$ cat src/verilog/hdmi_settings.svh
/*
 * Display path settings
 * Raster timing, framebuffer placement and scan line size.
 * Defaults are small to keep simulation short.
 */
`ifndef HDMI_SETTINGS_SVH
`define HDMI_SETTINGS_SVH

// Horizontal timing in pixel clocks, H_ACTIVE must be a multiple of 4
`define H_ACTIVE 16
`define H_FRONT 4
`define H_SYNC 6
`define H_BACK 8
`define H_TOTAL (`H_ACTIVE + `H_FRONT + `H_SYNC + `H_BACK)

// Vertical timing in lines
`define V_ACTIVE 4
`define V_FRONT 1
`define V_SYNC 2
`define V_BACK 1
`define V_TOTAL (`V_ACTIVE + `V_FRONT + `V_SYNC + `V_BACK)

// RGB565 line, two bytes per pixel
`define LINE_BYTES (2 * `H_ACTIVE)

// Byte address of pixel (0,0) in external memory
`define FB_BASE 24'h010000

`endif

$ cat src/verilog/hdmi_pkg.sv
/*
 * Display path types
 * Pixel format and the two views of a 64-bit memory word.
 */
package hdmi_pkg;

// Red in the top bits
typedef struct packed {
    logic [4:0] r;
    logic [5:0] g;
    logic [4:0] b;
} rgb565_t;

// Memory word seen as raw data or as four pixels, lane 0 lowest
typedef union packed {
    logic [63:0] raw;
    rgb565_t [3:0] pix;
} mem_word_u;

endpackage: hdmi_pkg

$ cat src/verilog/video_sync.sv
/*
 * Raster timing generator
 * Pixel and line counters with registered sync strobes, data enable
 * and pixel coordinates.
 */
`timescale 1ns/1ns
`include "hdmi_settings.svh"

module video_sync
(
    input logic i_clk,                      // Pixel clock
    input logic i_arst_n,                   // Async reset active LOW
    output logic o_hsync,                   // Horizontal sync strobe
    output logic o_vsync,                   // Vertical sync strobe
    output logic o_de,                      // Active picture area
    output logic [10:0] o_x,
    output logic [9:0] o_y
);

localparam logic [10:0] X_LAST = 11'(`H_TOTAL - 1);
localparam logic [9:0] Y_LAST = 10'(`V_TOTAL - 1);
localparam logic [10:0] HS_START = 11'(`H_ACTIVE + `H_FRONT);
localparam logic [10:0] HS_END = 11'(`H_ACTIVE + `H_FRONT + `H_SYNC);
localparam logic [9:0] VS_START = 10'(`V_ACTIVE + `V_FRONT);
localparam logic [9:0] VS_END = 10'(`V_ACTIVE + `V_FRONT + `V_SYNC);

logic [10:0] r_cnt_x;
logic [9:0] r_cnt_y;
logic r_hsync;
logic r_vsync;
logic r_de;
logic [10:0] r_x;
logic [9:0] r_y;

always_ff @(posedge i_clk or negedge i_arst_n)
begin: cnt_proc
    if (!i_arst_n)
    begin
        r_cnt_x <= '0;
        r_cnt_y <= '0;
    end
    else if (r_cnt_x == X_LAST)
    begin
        r_cnt_x <= '0;
        r_cnt_y <= (r_cnt_y == Y_LAST) ? 10'd0 : r_cnt_y + 10'd1;   // Next line or next frame
    end
    else
    begin
        r_cnt_x <= r_cnt_x + 11'd1;
    end
end: cnt_proc

always_ff @(posedge i_clk or negedge i_arst_n)
begin: out_proc
    if (!i_arst_n)
    begin
        r_hsync <= 1'b0;
        r_vsync <= 1'b0;
        r_de <= 1'b0;
        // Position just before the first counted pixel
        r_x <= X_LAST;
        r_y <= Y_LAST;
    end
    else
    begin
        r_hsync <= (r_cnt_x >= HS_START) && (r_cnt_x < HS_END);
        r_vsync <= (r_cnt_y >= VS_START) && (r_cnt_y < VS_END);
        r_de <= (r_cnt_x < 11'(`H_ACTIVE)) && (r_cnt_y < 10'(`V_ACTIVE));
        r_x <= r_cnt_x;
        r_y <= r_cnt_y;
    end
end: out_proc

assign o_hsync = r_hsync;
assign o_vsync = r_vsync;
assign o_de = r_de;
assign o_x = r_x;
assign o_y = r_y;

// Framebuffer relies on every line start showing up as x equal to 0
x_range_chk: assert property (@(posedge i_clk) disable iff (!i_arst_n)
    o_x < 11'(`H_TOTAL));

endmodule: video_sync

$ cat src/verilog/rgb2ycbcr.sv
/*
 * RGB565 to YCbCr converter
 * BT.601 studio range, 6 bits per component, one register stage.
 */
`timescale 1ns/1ns

module rgb2ycbcr
(
    input logic i_clk,
    input logic i_arst_n,                   // Async reset active LOW
    input hdmi_pkg::rgb565_t i_pix,
    input logic i_de,
    output logic [17:0] o_ycbcr             // Y, Cb, Cr from high to low
);

logic [7:0] w_r8;
logic [7:0] w_g8;
logic [7:0] w_b8;
logic signed [17:0] w_r;
logic signed [17:0] w_g;
logic signed [17:0] w_b;
logic signed [17:0] w_y_sum;
logic signed [17:0] w_cb_sum;
logic signed [17:0] w_cr_sum;
logic signed [17:0] w_y;
logic signed [17:0] w_cb;
logic signed [17:0] w_cr;
logic [17:0] r_ycbcr;

// Top bits repeated so that full scale maps to 255
assign w_r8 = {i_pix.r, i_pix.r[4:2]};
assign w_g8 = {i_pix.g, i_pix.g[5:4]};
assign w_b8 = {i_pix.b, i_pix.b[4:2]};

assign w_r = {10'd0, w_r8};
assign w_g = {10'd0, w_g8};
assign w_b = {10'd0, w_b8};

assign w_y_sum = 18'sd66 * w_r + 18'sd129 * w_g + 18'sd25 * w_b + 18'sd128;
assign w_cb_sum = 18'sd112 * w_b - 18'sd38 * w_r - 18'sd74 * w_g + 18'sd128;
assign w_cr_sum = 18'sd112 * w_r - 18'sd94 * w_g - 18'sd18 * w_b + 18'sd128;

assign w_y = 18'sd16 + (w_y_sum >>> 8);     // 16..235
assign w_cb = 18'sd128 + (w_cb_sum >>> 8);  // Chroma centred on 128
assign w_cr = 18'sd128 + (w_cr_sum >>> 8);

always_ff @(posedge i_clk or negedge i_arst_n)
begin: out_proc
    if (!i_arst_n)
        r_ycbcr <= '0;
    else if (i_de)
        r_ycbcr <= {w_y[7:2], w_cb[7:2], w_cr[7:2]};
    else
        r_ycbcr <= '0;                      // Blank outside the active area
end: out_proc

assign o_ycbcr = r_ycbcr;

endmodule: rgb2ycbcr

$ cat src/verilog/framebuf.sv
/*
 * Framebuffer line engine
 * Prefetches the next scan line into a ping-pong line buffer, reads the
 * current line back pixel by pixel and aligns syncs with the YCbCr output.
 */
`timescale 1ns/1ns
`include "hdmi_settings.svh"

module framebuf
(
    input logic i_clk,
    input logic i_arst_n,                   // Async reset active LOW
    input logic i_hsync,
    input logic i_vsync,
    input logic i_de,
    input logic [10:0] i_x,
    input logic [9:0] i_y,
    output logic o_hsync,
    output logic o_vsync,
    output logic o_de,
    output logic [17:0] o_ycbcr,
    input logic i_req_ready,
    output logic o_req_valid,
    output logic [23:0] o_req_addr,         // Byte offset of the requested line
    output logic [11:0] o_req_bytes,
    input logic i_resp_valid,
    input logic i_resp_last,
    input logic [23:0] i_resp_addr,
    input logic [63:0] i_resp_data,
    output logic o_resp_ready
);

import hdmi_pkg::*;

localparam int WORDS = `H_ACTIVE / 4;       // Buffer entries per line
localparam int AW = $clog2(2 * WORDS);
localparam logic [10:0] X_LAST = 11'(`H_TOTAL - 1);
localparam logic [9:0] Y_LAST = 10'(`V_TOTAL - 1);

mem_word_u lbuf [2 * WORDS];                // Two lines, four pixels per entry
logic r_rd_half;                            // Half shown on the current line
logic [AW-1:0] w_rd_idx;
logic [AW-1:0] w_wr_idx;
logic [23:0] w_wr_off;
logic w_line_start;
logic [9:0] w_next_y;
logic w_fetch;
logic w_resp_fire;
logic r_req_valid;
logic [23:0] r_req_addr;
logic r_burst;
logic r_resp_ready;
mem_word_u r_word;
logic [1:0] r_lane;
rgb565_t w_pix;
logic [1:0] r_hs_pipe;
logic [1:0] r_vs_pipe;
logic [1:0] r_de_pipe;

assign w_line_start = (i_x == 11'd0);
assign w_next_y = (i_y == Y_LAST) ? 10'd0 : i_y + 10'd1;
assign w_fetch = w_line_start && (w_next_y < 10'(`V_ACTIVE));
assign w_resp_fire = i_resp_valid && r_resp_ready;

// Words land in the idle half at their offset from the line start
assign w_wr_off = i_resp_addr - r_req_addr;
assign w_wr_idx = AW'((r_rd_half ? 0 : WORDS) + int'(w_wr_off[23:3]));
assign w_rd_idx = AW'((r_rd_half ? WORDS : 0) + int'(i_x[10:2]));

always_ff @(posedge i_clk or negedge i_arst_n)
begin: req_proc
    if (!i_arst_n)
    begin
        r_req_valid <= 1'b0;
        r_req_addr <= '0;
        r_burst <= 1'b0;
        r_resp_ready <= 1'b0;
        r_rd_half <= 1'b0;
    end
    else
    begin
        r_resp_ready <= 1'b1;
        if (i_x == X_LAST)
            r_rd_half <= ~r_rd_half;        // y advances on the next cycle
        if (w_fetch)
        begin
            r_req_valid <= 1'b1;
            r_req_addr <= 24'(w_next_y) * 24'(`LINE_BYTES);
        end
        else if (i_req_ready)
        begin
            r_req_valid <= 1'b0;
        end
        if (r_req_valid && i_req_ready)
            r_burst <= 1'b1;
        else if (w_resp_fire && i_resp_last)
            r_burst <= 1'b0;
    end
end: req_proc

always_ff @(posedge i_clk)
begin: wr_proc
    if (w_resp_fire)
        lbuf[w_wr_idx].raw <= i_resp_data;
end: wr_proc

always_ff @(posedge i_clk)
begin: rd_proc
    if (i_de)
    begin
        r_word <= lbuf[w_rd_idx];
        r_lane <= i_x[1:0];
    end
end: rd_proc

// Two stages, buffer read then color conversion
always_ff @(posedge i_clk or negedge i_arst_n)
begin: sync_proc
    if (!i_arst_n)
    begin
        r_hs_pipe <= '0;
        r_vs_pipe <= '0;
        r_de_pipe <= '0;
    end
    else
    begin
        r_hs_pipe <= {r_hs_pipe[0], i_hsync};
        r_vs_pipe <= {r_vs_pipe[0], i_vsync};
        r_de_pipe <= {r_de_pipe[0], i_de};
    end
end: sync_proc

assign w_pix = r_word.pix[r_lane];

rgb2ycbcr conv0 (
    .i_clk(i_clk),
    .i_arst_n(i_arst_n),
    .i_pix(w_pix),
    .i_de(r_de_pipe[0]),
    .o_ycbcr(o_ycbcr)
);

assign o_hsync = r_hs_pipe[1];
assign o_vsync = r_vs_pipe[1];
assign o_de = r_de_pipe[1];
assign o_req_valid = r_req_valid;
assign o_req_addr = r_req_addr;
assign o_req_bytes = 12'(`LINE_BYTES);
assign o_resp_ready = r_resp_ready;

// Previous line fetch must be fully written before the halves swap again
underrun_chk: assert property (@(posedge i_clk) disable iff (!i_arst_n)
    w_line_start |-> !(r_req_valid || r_burst));

endmodule: framebuf

$ cat src/verilog/mem_reader.sv
/*
 * Burst read engine
 * Splits a line request into single 64-bit reads on the external memory
 * port and hands each word back with its offset address.
 */
`timescale 1ns/1ns
`include "hdmi_settings.svh"

module mem_reader
(
    input logic i_clk,
    input logic i_arst_n,                   // Async reset active LOW
    input logic i_req_valid,
    input logic [23:0] i_req_addr,          // Byte offset inside the framebuffer
    input logic [11:0] i_req_bytes,
    output logic o_req_ready,
    output logic o_resp_valid,
    output logic o_resp_last,
    output logic [23:0] o_resp_addr,
    output logic [63:0] o_resp_data,
    input logic i_resp_ready,
    output logic o_mem_rd,                  // One-cycle read strobe
    output logic [23:0] o_mem_addr,
    input logic i_mem_rvalid,
    input logic [63:0] i_mem_rdata
);

import hdmi_pkg::*;

localparam logic [1:0] ST_IDLE = 2'd0;
localparam logic [1:0] ST_READ = 2'd1;
localparam logic [1:0] ST_WAIT = 2'd2;
localparam logic [1:0] ST_RESP = 2'd3;

logic [1:0] r_state;
logic [23:0] r_addr;                        // Offset of the word in flight
logic [11:0] r_left;                        // Bytes left including this word
logic r_last;
mem_word_u r_data;

always_ff @(posedge i_clk or negedge i_arst_n)
begin: ctrl_proc
    if (!i_arst_n)
    begin
        r_state <= ST_IDLE;
        r_addr <= '0;
        r_left <= '0;
    end
    else
    begin
        case (r_state)
        ST_IDLE:
            if (i_req_valid)
            begin
                r_addr <= {i_req_addr[23:3], 3'b000};
                r_left <= i_req_bytes;
                r_state <= ST_READ;
            end
        ST_READ:
            r_state <= ST_WAIT;
        ST_WAIT:
            if (i_mem_rvalid)
                r_state <= ST_RESP;
        ST_RESP:
            if (i_resp_ready)
            begin
                if (r_last)
                begin
                    r_state <= ST_IDLE;
                end
                else
                begin
                    r_addr <= r_addr + 24'd8;
                    r_left <= r_left - 12'd8;
                    r_state <= ST_READ;         // Next word only after this one left
                end
            end
        default:
            r_state <= ST_IDLE;
        endcase
    end
end: ctrl_proc

always_ff @(posedge i_clk)
begin: data_proc
    if ((r_state == ST_WAIT) && i_mem_rvalid)
    begin
        r_data.raw <= i_mem_rdata;
        r_last <= (r_left <= 12'd8);
    end
end: data_proc

assign o_req_ready = (r_state == ST_IDLE);
assign o_mem_rd = (r_state == ST_READ);
assign o_mem_addr = r_addr + `FB_BASE;
assign o_resp_valid = (r_state == ST_RESP);
assign o_resp_last = r_last;
assign o_resp_addr = r_addr;
assign o_resp_data = r_data.raw;

// Stalled word is held unchanged until the framebuffer takes it
resp_stable_chk: assert property (@(posedge i_clk) disable iff (!i_arst_n)
    o_resp_valid && !i_resp_ready |=> o_resp_valid && $stable(o_resp_addr)
        && $stable(o_resp_last) && $stable(o_resp_data));

endmodule: mem_reader

$ cat src/verilog/hdmi_top.sv
/*
 * Display output path
 * Raster timing, line prefetch framebuffer and memory read engine
 * feeding an HDMI transmitter with 18-bit YCbCr.
 */
`timescale 1ns/1ns

module hdmi_top
(
    input logic i_clk,                      // Pixel and system clock
    input logic i_arst_n,                   // Async reset active LOW
    input logic i_mem_rvalid,
    input logic [63:0] i_mem_rdata,
    output logic o_hsync,
    output logic o_vsync,
    output logic o_de,
    output logic [17:0] o_data,             // YCbCr to the transmitter
    output logic o_mem_rd,
    output logic [23:0] o_mem_addr
);

logic w_sync_hsync;
logic w_sync_vsync;
logic w_sync_de;
logic [10:0] wb_sync_x;
logic [9:0] wb_sync_y;
logic w_req_ready;
logic w_req_valid;
logic [23:0] wb_req_addr;
logic [11:0] wb_req_bytes;
logic w_resp_valid;
logic w_resp_last;
logic [23:0] wb_resp_addr;
logic [63:0] wb_resp_data;
logic w_resp_ready;

video_sync sync0 (
    .i_clk(i_clk),
    .i_arst_n(i_arst_n),
    .o_hsync(w_sync_hsync),
    .o_vsync(w_sync_vsync),
    .o_de(w_sync_de),
    .o_x(wb_sync_x),
    .o_y(wb_sync_y)
);

framebuf fb0 (
    .i_clk(i_clk),
    .i_arst_n(i_arst_n),
    .i_hsync(w_sync_hsync),
    .i_vsync(w_sync_vsync),
    .i_de(w_sync_de),
    .i_x(wb_sync_x),
    .i_y(wb_sync_y),
    .o_hsync(o_hsync),
    .o_vsync(o_vsync),
    .o_de(o_de),
    .o_ycbcr(o_data),
    .i_req_ready(w_req_ready),
    .o_req_valid(w_req_valid),
    .o_req_addr(wb_req_addr),
    .o_req_bytes(wb_req_bytes),
    .i_resp_valid(w_resp_valid),
    .i_resp_last(w_resp_last),
    .i_resp_addr(wb_resp_addr),
    .i_resp_data(wb_resp_data),
    .o_resp_ready(w_resp_ready)
);

mem_reader rd0 (
    .i_clk(i_clk),
    .i_arst_n(i_arst_n),
    .i_req_valid(w_req_valid),
    .i_req_addr(wb_req_addr),
    .i_req_bytes(wb_req_bytes),
    .o_req_ready(w_req_ready),
    .o_resp_valid(w_resp_valid),
    .o_resp_last(w_resp_last),
    .o_resp_addr(wb_resp_addr),
    .o_resp_data(wb_resp_data),
    .i_resp_ready(w_resp_ready),
    .o_mem_rd(o_mem_rd),
    .o_mem_addr(o_mem_addr),
    .i_mem_rvalid(i_mem_rvalid),
    .i_mem_rdata(i_mem_rdata)
);

endmodule: hdmi_top

$ cat config.mk
export PLATFORM = sky130hd
export DESIGN_NAME = hdmi_top
export DESIGN_NICKNAME = d
export VERILOG_FILES = /design/src/verilog/hdmi_pkg.sv /design/src/verilog/video_sync.sv /design/src/verilog/rgb2ycbcr.sv /design/src/verilog/framebuf.sv /design/src/verilog/mem_reader.sv /design/src/verilog/hdmi_top.sv
export VERILOG_INCLUDE_DIRS = /design/src /design/src/verilog
export SDC_FILE = /design/constraint.sdc
export NUM_CORES = 1
export LEC_CHECK = 0
export BUFFER_PORTS_ARGS = -buffer_cell sky130_fd_sc_hd__buf_2
export CORE_MARGIN = 4
export CORE_UTILIZATION = 30
export CTS_CLUSTER_SIZE = 28
export DETAILED_ROUTE_END_ITERATION = 6
export HOLD_SLACK_MARGIN = 0.1
export PLACE_DENSITY = 0.41
export RECOVER_POWER = 25
export SLEW_MARGIN = 20
export SYNTH_ARGS = -nofsm -noshare
export SYNTH_HDL_FRONTEND = slang
export SYNTH_SLANG_ARGS = --single-unit
$ cat constraint.sdc
create_clock -name i_clk -period 8.1 [get_ports i_clk]
set_input_delay 1.62 -clock i_clk [delete_from_list [all_inputs] [get_ports i_clk]]
set_output_delay 1.62 -clock i_clk [all_outputs]
set_load 0.005 [all_outputs]
After elaboration in Yosys (flattened, before gate mapping)
Memories as Yosys holds them, arrays and structs flattened. A register that Yosys moved wholly into a read port is not among the register bits.
Cells that the tools add are included.
W data, S select, Z words.
{"block": "word_totals", "n_memories": 1, "reg_bits": 187, "input_bits": 67, "ram_bits": 512, "wordCells": 110}
{"memory": "fb0.lbuf", "words": 8, "word_bits": 64, "rd": 1, "rd_clocked_by_memory_dff": 1, "wr": 1, "line_no": "framebuf.sv:40", "rtl": "mem_word_u lbuf [2 * WORDS];"}
{"block": "classes", "order_cmp": 9, "n_eq_ne": 11, "mul": 9, "add_sub_neg": 21, "bitwise": 1, "reduce_logical": 12, "muxes": 25}
{"op": "$mux W24", "count": 3}
{"op": "$add A16 B9 Y16 const B", "count": 3}
{"op": "$pmux W24 S2", "count": 1}
{"op": "$mul A6 B8 Y14 const A", "count": 3}
{"op": "$mux W12", "count": 3}
{"op": "$bmux W16 S2", "count": 1}
{"op": "$lt A10 B3 Y1 const B", "count": 3}
{"op": "$mul A5 B8 Y13 const A", "count": 2}
{"op": "$add A24 B17 Y24 const B", "count": 1}
{"op": "$add A24 B4 Y24 const B", "count": 1}
{"op": "$pmux W12 S2", "count": 1}
{"op": "$eq A11 B6 Y1 const B", "count": 2}
{"op": "$lt A11 B5 Y1 const B", "count": 2}
{"op": "$mul A3 B8 Y11 const A", "count": 2}
{"op": "$add A10 B1 Y10 const B", "count": 2}
{"op": "$eq A10 B3 Y1 const B", "count": 2}
{"op": "$mux W10", "count": 2}
{"op": "$mux W18", "count": 1}
{"op": "$add A15 B16 Y16", "count": 1}
{"op": "$add A16 B14 Y16", "count": 1}
{"op": "$add A8 B8 Y8 const A", "count": 2}
{"op": "$mul A8 B8 Y16 const A", "count": 1}
{"op": "$mux W16", "count": 1}
{"op": "$sub A15 B14 Y16", "count": 1}
{"op": "28 further kinds", "count": 46}

Depth between registers and ports, before layout
{"block": "logic_depth", "word_depth": 8, "mapped_depth": 28, "mapped_depth_nobuf": 26}

Hierarchy
Synthesis repeated with hierarchy kept, for this count alone.
{"block": "unflattened", "cells_unflattened": 2215, "hier_area_um2": 36110.9}
{"module": "framebuf", "cells_each": 937, "area_per_inst_um2": 22587.9, "n_inst": 1}
{"module": "rgb2ycbcr", "cells_each": 775, "area_per_inst_um2": 7255.7, "n_inst": 1}
{"module": "mem_reader", "cells_each": 366, "area_per_inst_um2": 4540.6, "n_inst": 1}
{"module": "video_sync", "cells_each": 137, "area_per_inst_um2": 1726.7, "n_inst": 1}

Worst setup path after synthesis
Ideal clock, no wire load.
{"block": "synth_timing", "kind": "reg2reg", "start": "register fb0.r_lane[0]", "end": "register fb0.conv0.r_ycbcr[5], in the netlist fb0.conv0.o_ycbcr[5]", "path_buffers": 2, "setup_ns": 0.078, "arrival_time_ns": 6.545, "t_required_ns": 8.022, "path_slack_ns": 1.477, "period_less_slack_ns": 6.623, "path_stages_with_launch": 24, "cell_sequence": "edfxtp_1 buf_6 buf_1 mux4_2 fa_1 inv_1 fa_1 fa_1 inv_1 ha_1 o21ai_0 a21boi_0 o21ai_1 a21oi_1 nor2_1 xnor2_1 fa_1 inv_1 ha_1 ha_1 a211o_1 a21o_1 or3_1 a21oi_1"}
{"block": "synth_via", "elab_chain_len": 8, "word_cells_on_any_way": 10}
{"element": "from (decl)", "line_no": "framebuf.sv:54", "rtl": "logic [1:0] r_lane;"}
{"element": "from (signal assigned)", "line_no": "framebuf.sv:112", "rtl": "r_lane <= i_x[1:0];"}
{"element": "$bmux W16 S2 *", "line_no": "framebuf.sv:133", "rtl": "assign w_pix = r_word.pix[r_lane];"}
{"element": "$mux W16 (implied by the code) *", "line_no": "framebuf.sv:133"}
{"element": "$mul A6 B8 Y14 or $mul A3 B8 Y11 (tied branches)", "line_no": "rgb2ycbcr.sv:41", "rtl": "assign w_cr_sum = 18'sd112 * w_r - 18'sd94 * w_g - 18'sd18 * w_b + 18'sd128;"}
{"element": "$sub A15 B15 Y16", "line_no": "rgb2ycbcr.sv:41"}
{"element": "$sub A16 B14 Y16 *", "line_no": "rgb2ycbcr.sv:41"}
{"element": "$add A16 B9 Y16 *", "line_no": "rgb2ycbcr.sv:41"}
{"element": "$add A8 B8 Y8 *", "line_no": "rgb2ycbcr.sv:45", "rtl": "assign w_cr = 18'sd128 + (w_cr_sum >>> 8);"}
{"element": "$mux W18 *", "line_no": "rgb2ycbcr.sv:51", "rtl": "else if (i_de)"}
{"element": "to (signal assigned)", "line_no": "rgb2ycbcr.sv:52", "rtl": "r_ycbcr <= {w_y[7:2], w_cb[7:2], w_cr[7:2]};"}
{"element": "to (decl)", "line_no": "rgb2ycbcr.sv:28", "rtl": "logic [17:0] r_ycbcr;"}
Mark *: on every way between the ends. The rest lies on a longest branch, timed or not. The select of a mux whose other input is x is not followed.
A chain may end at the register's enable or synchronous reset.

Final worst setup path
{"block": "layout_timing", "start": "register fb0.r_lane[0]", "end": "register fb0.conv0.r_ycbcr[16], in the netlist fb0.conv0.o_ycbcr[16]"}
{"block": "layout_via", "elab_chain_len": 8, "word_cells_on_any_way": 10}
{"element": "$bmux W16 S2 *", "line_no": "framebuf.sv:133"}
{"element": "$mux W16 (implied by the code) *", "line_no": "framebuf.sv:133"}
{"element": "$mul A8 B8 Y16 or $mul A6 B8 Y14 (tied branches)", "line_no": "rgb2ycbcr.sv:39", "rtl": "assign w_y_sum = 18'sd66 * w_r + 18'sd129 * w_g + 18'sd25 * w_b + 18'sd128;"}
{"element": "$add A15 B16 Y16", "line_no": "rgb2ycbcr.sv:39"}
{"element": "$add A16 B14 Y16 *", "line_no": "rgb2ycbcr.sv:39"}
{"element": "$add A16 B9 Y16 *", "line_no": "rgb2ycbcr.sv:39"}
{"element": "$add A6 B8 Y8 *", "line_no": "rgb2ycbcr.sv:43", "rtl": "assign w_y = 18'sd16 + (w_y_sum >>> 8);"}
{"element": "$mux W18 *", "line_no": "rgb2ycbcr.sv:51"}
Marks and branches as above.

==> summary.md <==
The run finished with clean final reports. For the final-report setup violation count, the log shows 0. The clock period minus final worst setup slack is 7.07 ns, and the longest individual stage delay on the worst path is 0.75 ns.

CTS placed an instance of sky130_fd_sc_hd__clkbuf_16 at the clock tree root. The library cell used most frequently in the layout, excluding fill and tap cells, is sky130_fd_sc_hd__edfxtp_1. The detailed placement HPWL was 53500 µm. Entering global routing, the biggest net connects 130 pins. Overall die area: 0.122 mm². For this design, the CTS-stage hold fixing added 0 buffers. For the worst-skew pair, the clock arrives at the later sink with an insertion delay of 0.65 ns.

Setup total negative slack on the finished layout was measured at 0 ns. In the final layout, the share of cells above drive strength 1 is 21.2%. The average size of a mapped cell was 16.8 µm²; the pin slew with the least headroom to its limit was 0.992 ns.

The synthesized netlist occupies a cell area of 0.0350 mm². The tools report the area taken by multi-input logic gates as 0.0119 mm². After synthesis, the cell types taking the most area are sky130_fd_sc_hd__edfxtp_1 55%, sky130_fd_sc_hd__mux4_2 9.3%, sky130_fd_sc_hd__ha_1 8.3%. Summed over all cells, the static leakage comes to 15.4 nW.

Die boundary width: 350 µm. The Yosys warning count was 0; the power density relative to cell area was 229 mW/mm². The detail route stage leaves a number of antenna-violating nets equal to 0. The sequential cells in the finished layout cover a total of 0.0222 mm². Start-to-end type of the worst setup path: reg2reg. The kind of capture point of the worst setup path was a flop.

The placement row count is 125. STA puts the critical path data required time at 8.60 ns. Across the routed clock network, the largest skew measured is 0.0240 ns. Summed over all instances, the cell type with the most area after synthesis is sky130_fd_sc_hd__edfxtp_1. The die extent in y was 350 µm. The synthesis-to-finish area growth is 14.8%.

The number of buffers inserted during clock tree synthesis was 86. The distinct cell type count after synthesis came out at 64. The clock passes through at most 3 buffers. Leaving out fill and tap cells, the most frequent cells in the layout are 643 x sky130_fd_sc_hd__edfxtp_1, 233 x sky130_fd_sc_hd__ha_1, 200 x sky130_fd_sc_hd__inv_1.

The number of cells upsized or downsized after cts is 0, and the portion of total power attributed to sequential cells is 51.6%. Share of the core filled with cells in the final layout: 34.6%. STA classifies the critical path startpoint as a flop. The logs give 0 for the final-report max-slew violation count and 40.1% for the clock group share of total power. For this block, the via count after detailed routing is 17800. The post-detailed-route wirelength per cell came out at 21.8 µm. The first-pass GRT wire length was 127000 µm. The total number of H-tree levels was 3.

The design draws 9.22 mW. The most prevalent standard cell on the critical path is sky130_fd_sc_hd__ha_1. Together, buffers and inverters on the worst path number 4.

For the final wirelength, the log shows 83700 µm. In this run, the number of DRC markers left after iteration 0 of detailed routing was 951. The worst pin sits at a relative slew slack of 33.8%. The core area was 0.116 mm². TritonCTS built the clock tree. The tools report the routability congestion estimate from global placement as 0.774. The number of antenna violations at the first check in global routing was 7.

After clock tree synthesis, the clock-pin slew on the worst setup and hold paths is 0.06 ns. The largest individual stage delay along the critical path comes from the cell sky130_fd_sc_hd__mux4_2. The number of vias per cell after detailed routing came out at 4.62. The clock net in this run drives a total of 757 sinks.

Post-CTS timing repair inserted 0 buffers for setup. Data arrives at the worst endpoint at 7.57 ns. The logic gate share of total power came out at 8.3%. Setup repair after global routing left no endpoint under its margin.

The detailed-route DRC error count was 0. In this run the worst hold path is classified as reg2reg. Pin placement for this block handled 113 I/O pins.

The family of cells with the greatest summed delay on the critical path was adder cells. The number of global-route vias before repair came out at 19500. The worst-case vdd ir drop is 0.161 mV, and the internal power consumption is 6.99 mW. Yosys mapped a number of flops with a built-in enable equal to 643. The run gives 2624 as the layout net count. Counting flops and latches in the post-synthesis netlist gives 757. The filler cells instantiated in the layout total 11100. The quantity of I/O buffers inserted on ports works out to 109. Counting flops with an async set or reset pin after synthesis yields a share of 15.1%. The most used flip-flop cell after synthesis is sky130_fd_sc_hd__edfxtp_1.

The number of standard cells after synthesis is 2088, and the number of iterations in the first detailed-routing pass is 5. Once the floorplan was initialized, standard cells occupied 30.2% of the core. The number of antenna diodes in the final layout is 0.

Based on the critical path, the design can be clocked at up to 0.141 GHz. The switching power summed over all nets came out at 2.23 mW. In the finished design, the share of the clock period the worst path needs comes to 87.3%.

The total grt overflow was 0; the number of max-capacitance violations reported was 0. In this run the worst path has a maximum fanout of 13. The area fraction of the dominant cell type after synthesis is 55.1%. The final count of hold timing violations is 0. Post-synthesis sequential area ratio: 63.3%.

Global routing consumed, over all layers together, 14.0% of the routing resources. Net switching is 24.2% of the power.
## final timing paths
path                                          from  slack (ns)                         endpoint  cells past startpoint
setup / recovery           fb0.r_lane[0]$_DFFE_PP_        1.03  fb0.conv0.o_ycbcr[16]$_DFF_PN0_                     26
hold / removal             sync0.o_hsync$_DFF_PN0_        0.35       fb0.r_hs_pipe[0]$_DFF_PN0_                      0
setup reg to reg           fb0.r_lane[0]$_DFFE_PP_        1.03  fb0.conv0.o_ycbcr[16]$_DFF_PN0_                     26
hold reg to reg            sync0.o_hsync$_DFF_PN0_        0.35       fb0.r_hs_pipe[0]$_DFF_PN0_                      0
max in group asynchronous                 i_arst_n        5.66           sync0.o_x[3]$_DFF_PN0_                      2
min in group asynchronous                 i_arst_n        1.06       rd0.r_state[0]$_DFFE_PN0P_                      1
## worst reg2reg max path: cells and delay by family (launching register included)
kind	cells	cell delay (ns)
adder cells (fa/ha/maj)	8	2.78
AO/OA/AOI/OAI	7	1.28
multiplexers	1	0.75
buffers and inverters	4	0.65
flip-flops	1	0.64
XOR/XNOR	3	0.50
AND/OR/NAND/NOR	3	0.35
## metrics by stage
stage / std cells / hold slack [ns] / setup slack [ns] / area [µm²]
after floorplan: 2090 / 0.331 / 1.48 / 35000
after global placement: 3683 / 0.346 / 1.05 / 37500
after detailed placement: 3684 / 0.342 / 0.961 / 37500
after CTS: 3843 / 0.360 / 0.917 / 40200
after global routing: 3843 / 0.370 / 0.504 / 40200
final: 3843 / 0.354 / 1.03 / 40200
## final cells by class
| type | instances | area share [%] |
|---|---|---|
| repair buffers | 134 | 1.92 |
| clock inverters | 46 | 0.803 |
| inverters | 201 | 1.88 |
| clock buffers | 113 | 5.91 |
| flip-flops and latches | 757 | 55.2 |
| well taps | 1524 | 4.74 |
| multi-input cells | 1068 | 29.6 |
## layer usage
metal | vias up | global-route usage [%] | wire length [µm]
met5 | - | 0 | 0
met4 | 0 | 4.10 | 1850
met3 | 97 | 2.05 | 2510
met2 | 233 | 23.6 | 41000
met1 | 9260 | 18.8 | 38400
li1 | 8183 | - | -
## cell families (layout without fill, tap and decap cells)
kind of cell               count (synthesis)  after routing  share of synthesized area (%)
AOI/OAI and AO/OA                        198            198                           3.48
xor gates and xnor gates                 101            101                           2.55
adders and majority gates                309            309                           12.7
buffers and inverters                    265            494                           3.04
DFF                                      757            757                           63.3
muxes                                    216            216                           11.6
other                                      2              4                         0.0214
and+or+nand+nor                          240            240                           3.41
## sequential cells by signal, summed over array words and instances (netlist names)
| name | count |
|---|---|
| fb0.lbuf | 512 |
| fb0.r_word | 64 |
| rd0.o_resp_data | 64 |
| rd0.o_resp_addr | 21 |
| fb0.conv0.o_ycbcr | 18 |
| sync0.o_x | 11 |
| sync0.r_cnt_x | 11 |
| fb0.o_req_addr | 10 |
| sync0.o_y | 10 |
| sync0.r_cnt_y | 10 |
| rd0.r_left | 9 |
| fb0.r_de_pipe | 2 |
| fb0.r_hs_pipe | 2 |
| fb0.r_lane | 2 |
| fb0.r_vs_pipe | 2 |
| rd0.r_state | 2 |
| fb0.o_req_valid | 1 |
| fb0.o_resp_ready | 1 |
| fb0.r_rd_half | 1 |
| rd0.o_resp_last | 1 |
| sync0.o_de | 1 |
| sync0.o_hsync | 1 |
| sync0.o_vsync | 1 |
## power by group through the flow
| stage | clock, mW | sequential (mW) | combinational (mW) |
|---|---|---|---|
| 6_report | 3.70 | 4.75 | 0.770 |
| 3_3_place_gp | 0 | 4.82 | 0.780 |
| 4_1_cts | 3.84 | 4.76 | 0.798 |
| 2_1_floorplan | 0 | 4.78 | 0.513 |
| 5_1_grt | 4.01 | 4.79 | 0.876 |
| 3_5_place_dp | 0 | 4.84 | 0.793 |
## synthesized netlist by cell type (2+ instances only)
cell type                    n
sky130_fd_sc_hd__edfxtp_1  643
sky130_fd_sc_hd__ha_1      233
sky130_fd_sc_hd__inv_1     200
sky130_fd_sc_hd__mux4_2    144
sky130_fd_sc_hd__dfrtp_1   109
sky130_fd_sc_hd__fa_1       76
sky130_fd_sc_hd__a21oi_1    72
sky130_fd_sc_hd__mux2_2     66
sky130_fd_sc_hd__xnor2_1    64
sky130_fd_sc_hd__nor2_1     63
sky130_fd_sc_hd__nand2_1    46
sky130_fd_sc_hd__xor2_1     36
sky130_fd_sc_hd__o21ai_0    33
sky130_fd_sc_hd__clkbuf_1   32
sky130_fd_sc_hd__nand3_1    31
sky130_fd_sc_hd__a21o_1     22
sky130_fd_sc_hd__o21bai_1   19
sky130_fd_sc_hd__nor2b_1    17
sky130_fd_sc_hd__buf_4      16
sky130_fd_sc_hd__and3_1     15
sky130_fd_sc_hd__nor3_1     15
sky130_fd_sc_hd__buf_1      14
sky130_fd_sc_hd__o21ai_1    12
sky130_fd_sc_hd__o22ai_1    10
sky130_fd_sc_hd__nand2b_1    9
sky130_fd_sc_hd__nor4_1      9
sky130_fd_sc_hd__nand4_1     8
sky130_fd_sc_hd__or3_1       8
sky130_fd_sc_hd__a31oi_1     5
sky130_fd_sc_hd__dfstp_2     5
sky130_fd_sc_hd__mux2i_1     5
sky130_fd_sc_hd__nor3b_1     5
sky130_fd_sc_hd__or2_2       4
sky130_fd_sc_hd__and2_1      3
sky130_fd_sc_hd__o21a_1      3
sky130_fd_sc_hd__a211o_1     2
sky130_fd_sc_hd__a211oi_1    2
sky130_fd_sc_hd__and3b_1     2
sky130_fd_sc_hd__and4_1      2
sky130_fd_sc_hd__conb_1      2
sky130_fd_sc_hd__o22a_1      2
sky130_fd_sc_hd__o31ai_1     2
(Power assumes the default switching activity.)
